===== src/hw/irq_pkg.sv =====
// Shared types and constants; the source set is fixed at fourteen and IE/IF bits above 13 read zero.
package irq_pkg;

    localparam int num_irq_sources = 14; // Fixed by the register map.

    // Word addresses on the CPU register bus. Address 3 is unmapped and reads zero.
    localparam logic [1:0] addr_ie  = 2'd0;
    localparam logic [1:0] addr_if  = 2'd1;
    localparam logic [1:0] addr_ime = 2'd2;

    localparam logic [4:0] irq_mode = 5'b10010; // CPSR mode field for IRQ.

    // One bit per source. Fields are listed MSB first, so vblank lands on bit 0
    // and game_pak on bit 13, matching the IE and IF bit layout.
    typedef struct packed {
        logic game_pak;     // Bit 13.
        logic keypad;       // Bit 12.
        logic dma3;
        logic dma2;
        logic dma1;
        logic dma0;         // Bit 8.
        logic serial;       // Bit 7.
        logic timer3;
        logic timer2;
        logic timer1;
        logic timer0;       // Bit 3.
        logic vcount_match; // Bit 2.
        logic hblank;       // Bit 1.
        logic vblank;       // Bit 0.
    } irq_sources_t;

    // A single register access from the CPU side.
    typedef struct packed {
        logic        write; // High for a write, low for a read.
        logic [1:0]  addr;  // Word address.
        logic [15:0] wdata; // Ignored on reads.
    } reg_req_t;

    // Response payload. Writes return zero.
    typedef struct packed {
        logic [15:0] rdata;
    } reg_rsp_t;

endpackage : irq_pkg

===== src/hw/irq_subsystem_top.sv =====
// Sources are synchronous levels; nirq lags a new source edge by three clocks.
module irq_subsystem_top
    import irq_pkg::*;
(
    input  logic         clock,
    input  logic         reset,
    input  irq_sources_t sources,
    input  logic         req_valid,
    output logic         req_ready,
    input  reg_req_t     req,
    output logic         rsp_valid,
    input  logic         rsp_ready,
    output reg_rsp_t     rsp,
    input  logic [4:0]   cpu_mode,
    output logic         nirq
);

    irq_sources_t edges;
    irq_sources_t flags;
    irq_sources_t ack;
    irq_sources_t ie;
    logic         ime;

    // Level to pulse.
    irq_source_edge u_source_edge (
        .clock   (clock),
        .reset   (reset),
        .sources (sources),
        .edges   (edges)
    );

    // Sticky pending flags.
    irq_flag_latch u_flag_latch (
        .clock (clock),
        .reset (reset),
        .edges (edges),
        .ack   (ack),
        .flags (flags)
    );

    irq_request_gate u_request_gate (
        .clock    (clock),
        .reset    (reset),
        .flags    (flags),
        .ie       (ie),
        .ime      (ime),
        .cpu_mode (cpu_mode),
        .nirq     (nirq)
    );

    // CPU-facing registers.
    irq_register_file u_register_file (
        .clock     (clock),
        .reset     (reset),
        .req_valid (req_valid),
        .req_ready (req_ready),
        .req       (req),
        .rsp_valid (rsp_valid),
        .rsp_ready (rsp_ready),
        .rsp       (rsp),
        .flags     (flags),
        .ie        (ie),
        .ime       (ime),
        .ack       (ack)
    );

endmodule : irq_subsystem_top


===== src/hw/irq_register_file.sv =====
// One transaction in flight at a time; unmapped addresses read zero and ignore writes.
module irq_register_file
    import irq_pkg::*;
(
    input  logic         clock,
    input  logic         reset,
    input  logic         req_valid,
    output logic         req_ready,
    input  reg_req_t     req,
    output logic         rsp_valid,
    input  logic         rsp_ready,
    output reg_rsp_t     rsp,
    input  irq_sources_t flags, // For IF readback.
    output irq_sources_t ie,    // Enable mask.
    output logic         ime,   // Master enable.
    output irq_sources_t ack    // One-cycle clear mask.
);

    localparam int pad_width = 16 - num_irq_sources;

    logic        accept;
    logic        wr_ie;
    logic        wr_if;
    logic        wr_ime;
    logic [15:0] read_data;

    // Hold off new requests until the pending response has gone out.
    assign req_ready = ~rsp_valid;
    assign accept    = req_valid && req_ready;

    // Write decode.
    assign wr_ie  = accept && req.write && (req.addr == addr_ie);
    assign wr_if  = accept && req.write && (req.addr == addr_if);
    assign wr_ime = accept && req.write && (req.addr == addr_ime);

    // Read mux, sampled at the accepting edge.
    always_comb begin
        read_data = 16'h0000;
        if (!req.write) begin
            case (req.addr)
                addr_ie:  read_data = {{pad_width{1'b0}}, ie};
                addr_if:  read_data = {{pad_width{1'b0}}, flags};
                addr_ime: read_data = {15'h0000, ime};
                default:  read_data = 16'h0000;
            endcase
        end
    end

    // IE and IME take the written value on the accepting edge.
    always_ff @(posedge clock, posedge reset) begin
        if (reset) begin
            ie  <= '0;
            ime <= 1'b0;
        end else begin
            if (wr_ie) begin
                ie <= irq_sources_t'(req.wdata[num_irq_sources-1:0]); // Upper bits dropped.
            end
            if (wr_ime) begin
                ime <= req.wdata[0];
            end
        end
    end

    // Writing ones to IF clears those flags.
    // The mask lives for a single cycle only.
    always_ff @(posedge clock, posedge reset) begin
        if (reset) begin
            ack <= '0;
        end else if (wr_if) begin
            ack <= irq_sources_t'(req.wdata[num_irq_sources-1:0]);
        end else begin
            ack <= '0;
        end
    end

    // Response handshake.
    always_ff @(posedge clock, posedge reset) begin
        if (reset) begin
            rsp_valid <= 1'b0;
        end else if (accept) begin
            rsp_valid <= 1'b1;
        end else if (rsp_ready) begin
            rsp_valid <= 1'b0; // Delivered.
        end
    end

    // Payload is loaded only on accept, so it stays put under back-pressure.
    always_ff @(posedge clock) begin
        if (accept) begin
            rsp.rdata <= read_data; // Zero for writes.
        end
    end

endmodule : irq_register_file


===== src/hw/irq_request_gate.sv =====
// nirq is active low and registered; it only asserts while the CPU reports IRQ mode.
module irq_request_gate
    import irq_pkg::*;
(
    input  logic         clock,
    input  logic         reset,
    input  irq_sources_t flags,    // Pending flags.
    input  irq_sources_t ie,       // Enable mask.
    input  logic         ime,      // Master enable.
    input  logic [4:0]   cpu_mode, // Current CPU mode field.
    output logic         nirq      // Active-low request to the CPU.
);

    logic any_enabled;
    logic request;

    assign any_enabled = |(flags & ie); // At least one pending and enabled.

    // All three conditions must hold together.
    assign request = any_enabled && ime && (cpu_mode == irq_mode);

    always_ff @(posedge clock, posedge reset) begin
        if (reset) begin
            nirq <= 1'b1; // Deasserted.
        end else begin
            nirq <= ~request;
        end
    end

endmodule : irq_request_gate


===== src/hw/irq_flag_latch.sv =====
// Pending flags are sticky until acked; an ack in the same cycle as an edge leaves the flag clear.
module irq_flag_latch
    import irq_pkg::*;
(
    input  logic         clock,
    input  logic         reset,
    input  irq_sources_t edges, // Set pulses from the edge stage.
    input  irq_sources_t ack,   // Clear mask from an IF write.
    output irq_sources_t flags  // Pending interrupt flags.
);

    irq_sources_t flags_set;
    irq_sources_t flags_next;

    // New events merge into whatever is already pending.
    assign flags_set = irq_sources_t'(flags | edges);

    // Clear takes priority over set.
    assign flags_next = irq_sources_t'(flags_set & ~ack);

    always_ff @(posedge clock, posedge reset) begin
        if (reset) begin
            flags <= '0; // Nothing pending out of reset.
        end else begin
            flags <= flags_next;
        end
    end

endmodule : irq_flag_latch


===== src/hw/irq_source_edge.sv =====
// Sources must be synchronous to clock; only a low-to-high transition raises a pulse.
module irq_source_edge
    import irq_pkg::*;
(
    input  logic         clock,
    input  logic         reset,
    input  irq_sources_t sources, // Raw event levels.
    output irq_sources_t edges    // One-cycle rising-edge pulses.
);

    irq_sources_t sources_q; // Last sampled level of every source.
    irq_sources_t rising;

    // A bit rises when it is high now and was low at the previous edge.
    assign rising = irq_sources_t'(sources & ~sources_q);

    // Keep the previous sample.
    // Starting from zero means a source already high
    // when reset drops counts as a fresh event.
    always_ff @(posedge clock, posedge reset) begin
        if (reset) begin
            sources_q <= '0;
        end else begin
            sources_q <= sources;
        end
    end

    // Register the pulses so the stage boundary is clean.
    always_ff @(posedge clock, posedge reset) begin
        if (reset) begin
            edges <= '0;
        end else begin
            edges <= rising; // High for exactly one cycle.
        end
    end

endmodule : irq_source_edge


===== config.mk =====
export PLATFORM = sky130hd
export DESIGN_NAME = irq_subsystem_top
export DESIGN_NICKNAME = d
export VERILOG_FILES = /design/src/hw/irq_pkg.sv /design/src/hw/irq_subsystem_top.sv /design/src/hw/irq_register_file.sv /design/src/hw/irq_request_gate.sv /design/src/hw/irq_flag_latch.sv /design/src/hw/irq_source_edge.sv
export SDC_FILE = /design/constraint.sdc
export NUM_CORES = 1
export LEC_CHECK = 0
export ABC_CLOCK_PERIOD_IN_PS = 3000
export BUFFER_PORTS_ARGS = -buffer_cell sky130_fd_sc_hd__buf_2
export CORE_MARGIN = 4
export CORE_UTILIZATION = 35
export DETAILED_ROUTE_END_ITERATION = 7
export HOLD_SLACK_MARGIN = 0.06
export PLACE_DENSITY = 0.66
export REMOVE_ABC_BUFFERS = 1
export SLEW_MARGIN = 20
export SYNTH_ARGS = -nofsm -noshare
export SYNTH_HDL_FRONTEND = slang
export SYNTH_SLANG_ARGS = --single-unit

===== constraint.sdc =====
create_clock -name clock -period 3 [get_ports clock]
set_clock_uncertainty 0.15 [all_clocks]
set_input_delay 0.6 -clock clock [delete_from_list [all_inputs] [get_ports clock]]
set_output_delay 0.6 -clock clock [all_outputs]
set_load 0.02 [all_outputs]

==> impl_summary.txt <==
----------------------------------------------------
[Clock tree]
  Root buffer cell ... sky130_fd_sc_hd__clkbuf_8
  H-Tree Depth ... 3
  Hold Buf Count CTS ... 0
  Number of buffers on the longest clock path ... 2
  Cts repair resizes ... 0
  Cts bufs inserted ... 9
  Clock Latency Late Sink ... 350 ps
  CTS tree ... yes
  Setup repair bufs after CTS ... 0
  Worst-path clk slew ... 80 ps
  Sink Count ... 87

[Global routing]
  Number of global-route vias before repair ... 1,853
  GR Overflow Total ... 0
  Number of antenna violations at the first check in global routing ... 0
  Wire length of the first global-routing pass ... 9090 microns
  Met3 track demand over resource ... 3.75%
  Global Route met1 Usage ... 14.1%
  Global-route usage over all layers ... 11.7%
  Maximum number of pins on one net before global-route repair ... 74
  M2 GR Usage ... 19.6%
  Layer with the highest usage after global routing ... met2

[Setup path]
  Startpoint type of the worst setup path ... flip-flop
  Worst endpoint required time ... 3090 ps
  Worst R2R Start ... u_register_file.rsp_valid$_DFFE_PP0P_
  Worst Path Class, Setup ... reg -> reg
  Critical path's largest stage delay ... 590 ps
  Reg2reg end ... u_register_file.ie[1]$_DFFE_PP0P_
  Kind of end point of the critical path ... flip-flop
  Slowest cell on crit path ... sky130_fd_sc_hd__nor3_4
  Arrival time of data at the critical path endpoint ... 2020 ps
  Critical path peak fanout ... 14
  Number of cells on the worst reg-to-reg path ... 4
  Critical path cell sequence ... nor2b_4, nand2_4, nor3_4, mux2_2
  Worst reg2reg setup slack ... 1060 ps

[Timing]
  Setup Total Neg Slack ... 0 ps
  Part of the cycle the worst path needs ... 64.5%
  Max_slew headroom ... 48.5%
  Hold Vio Cnt, Final ... 0
  Max-slew violation count ... 0
  F_max ... 0.517 GHz
  Slew at the pin with the worst max-slew slack ... 770 ps
  Shortest period the worst path allows ... 1940 ps
  Setup-violating endpoint count in the final report ... 0
  Setup repair after global routing missed its margin ... no

[Route]
  Total routed wirelength ... 5520 microns
  Via-to-Cell Ratio ... 4.46
  Residual DRC count ... 0
  Average wire length per cell after detail routing ... 14.0 microns
  First drt pass iteration count ... 4
  Number of DRC violations after detailed-routing iteration 0 ... 26
  Routed vias ... 1,759
  Antenna viol nets, final ... 0

[Floorplanning]
  Die Outline Area ... 0.0105 sq mm
  Core Footprint ... 0.00868 sq mm
  Core Rows ... 34
  DIE HEIGHT ... 102 microns
  Initial Utilization ... 35.9%
  I/O Pins ... 61
  Horizontal extent of the die ... 102 microns

[Cells and area]
  # nets final ... 323
  Post-route non-filler standard cell count ... 394
  Number of antenna repair diodes ... 0
  Total of fill cells in the finished design ... 848
  Ratio of cells with drive above 1 in the final layout ... 33.2%
  Synthesis-to-finish area growth ... 19.5%

[Placement]
  Placed cells ... 378
  Port Buffers ... 56
  Placed wire-length estimate ... 3810 microns
  Final weighted congestion in routability-driven placement ... 0.707

[Yosys]
  Post-synth cell types ... 28
  Warnings, synthesis ... 0
  Synth Cell Area ... 0.00312 sq mm
  #FFs+latches synth ... 87
  Number of instances in the synthesized netlist ... 217
  Avg Inst Size Synth ... 14.4 sq um
  Sequential fraction of the synthesis area ... 72.1%

[Power and ir drop]
  Worst vdd ir ... 0.260 mV
  P per Cell Area ... 663 mW/mm^2
  Leakage power of the design ... 0.00172 uW

[Min path]
  Worst hold path class ... in -> async

[Flow run]
  Max-capacitance violation count ... 0

[Run status]
  Status ... completed

----------------------------------------------------
-- layout make-up --
type | instances | area (sq um) | area share (%)
Clock buffer | 12 | 155 | 4.17
Clock inverter | 4 | 43.8 | 1.18
Inverter | 3 | 11.3 | 0.302
Multi-Input combinational cell | 121 | 815 | 21.9
Sequential cell | 87 | 2250 | 60.4
Tap cell | 108 | 135 | 3.63
Timing Repair Buffer | 59 | 315 | 8.47
-- worst max-delay path by stage --
stage                                          startpoint                                  to  slack, ps
floorplan                                           reset     u_flag_latch.flags[0]$_DFF_PP0_        400
global placement                                  req[16]  u_register_file.ie[11]$_DFFE_PP0P_        740
detailed placement                                req[16]   u_register_file.ie[1]$_DFFE_PP0P_        690
CTS                 u_register_file.rsp_valid$_DFFE_PP0P_   u_register_file.ie[8]$_DFFE_PP0P_       1020
global route        u_register_file.rsp_valid$_DFFE_PP0P_   u_register_file.ie[8]$_DFFE_PP0P_        980
finish              u_register_file.rsp_valid$_DFFE_PP0P_   u_register_file.ie[1]$_DFFE_PP0P_       1060
-- per-layer routing --
metal	vias up	wire (microns)	share of wire [%]
met1	849	2380	43
met3	8	336	6.1
li1	855	-	-
met4	0	69	1.3
met2	47	2730	49
met5	-	0	0
-- cell usage in the layout, fill, tap and decap left out, types with 5 or more instances in the layout --
cell	instances
sky130_fd_sc_hd__a22oi_1	5
sky130_fd_sc_hd__edfxtp_1	14
sky130_fd_sc_hd__clkbuf_8	11
sky130_fd_sc_hd__buf_2	56
sky130_fd_sc_hd__mux2_2	15
sky130_fd_sc_hd__and2_1	14
sky130_fd_sc_hd__dfrtp_1	72
sky130_fd_sc_hd__mux2i_1	14
sky130_fd_sc_hd__nor2_1	43
sky130_fd_sc_hd__nor2b_1	14
-- Yosys cell counts --
library cell | number | area, sq um
sky130_fd_sc_hd__a221oi_1 | 1 | 8.76
sky130_fd_sc_hd__a22o_1 | 1 | 8.76
sky130_fd_sc_hd__a22oi_1 | 5 | 37.5
sky130_fd_sc_hd__a31oi_1 | 1 | 6.26
sky130_fd_sc_hd__and2_1 | 14 | 87.6
sky130_fd_sc_hd__and3_1 | 1 | 6.26
sky130_fd_sc_hd__buf_2 | 1 | 5.00
sky130_fd_sc_hd__buf_4 | 3 | 22.5
sky130_fd_sc_hd__buf_6 | 1 | 11.3
sky130_fd_sc_hd__clkbuf_1 | 2 | 7.51
sky130_fd_sc_hd__conb_1 | 1 | 3.75
sky130_fd_sc_hd__dfrtp_1 | 72 | 1800
sky130_fd_sc_hd__dfstp_2 | 1 | 26.3
sky130_fd_sc_hd__edfxtp_1 | 14 | 420
sky130_fd_sc_hd__inv_1 | 3 | 11.3
sky130_fd_sc_hd__mux2_2 | 15 | 169
sky130_fd_sc_hd__mux2i_1 | 14 | 140
sky130_fd_sc_hd__nand2_4 | 1 | 11.3
sky130_fd_sc_hd__nand4_1 | 2 | 12.5
sky130_fd_sc_hd__nor2_1 | 43 | 161
sky130_fd_sc_hd__nor2b_1 | 14 | 87.6
sky130_fd_sc_hd__nor2b_4 | 1 | 13.8
sky130_fd_sc_hd__nor3_2 | 1 | 10.0
sky130_fd_sc_hd__nor3_4 | 1 | 16.3
sky130_fd_sc_hd__nor3b_1 | 1 | 7.51
sky130_fd_sc_hd__nor4b_1 | 1 | 8.76
sky130_fd_sc_hd__o21bai_1 | 1 | 7.51
sky130_fd_sc_hd__or2_2 | 1 | 6.26
-- state kept, by name (all words and copies together), names as in the netlist --
signal                     cells
u_flag_latch.flags            14
u_register_file.ack           14
u_register_file.ie            14
u_register_file.rsp           14
u_source_edge.edges           14
u_source_edge.sources_q       14
u_register_file.ime            1
u_register_file.rsp_valid      1
u_request_gate.nirq            1
-- metrics by stage --
stage | setup slack (ps) | hold slack, ps | power [uW] | utilization (%) | instance area, sq um
finish | 1060 | 177 | 2470 | 42.9 | 3720
global route | 981 | 196 | 2590 | 42.9 | 3720
CTS | 1020 | 183 | 2510 | 42.9 | 3720
detailed placement | 690 | 234 | 1700 | 40.6 | 3520
global placement | 741 | 229 | 1680 | 40.6 | 3520
floorplan | 398 | 228 | 1580 | - | 3070
-- worst max-delay path: cells and delay by family, from the launching register on --
family | cells | cell delay, ps
mux | 1 | 420
simple gates | 3 | 830
flops | 1 | 420
-- where the power goes --
group / total [uW] / leakage, uW / switching, uW / internal, uW
logic: 278 / 0.000607 / 141 / 137
registers: 1390 / 0.00101 / 68.7 / 1320
clock network: 805 / 0.000104 / 380 / 425
total: 2470 / 0.00172 / 589 / 1880
-- kinds of logic (layout without fill, tap and decap cells) --
logic type / count (synthesis) / after routing / share of synthesized area [%]
flip-flops: 87 / 87 / 72.1
AND/OR/NAND/NOR: 81 / 81 / 13.8
multiplexers: 29 / 29 / 9.92
buffers and inverters: 10 / 78 / 1.85
AO/OA/AOI/OAI: 9 / 9 / 2.21
other: 1 / 2 / 0.120
No activity file was read; power rests on OpenSTA's default activity.
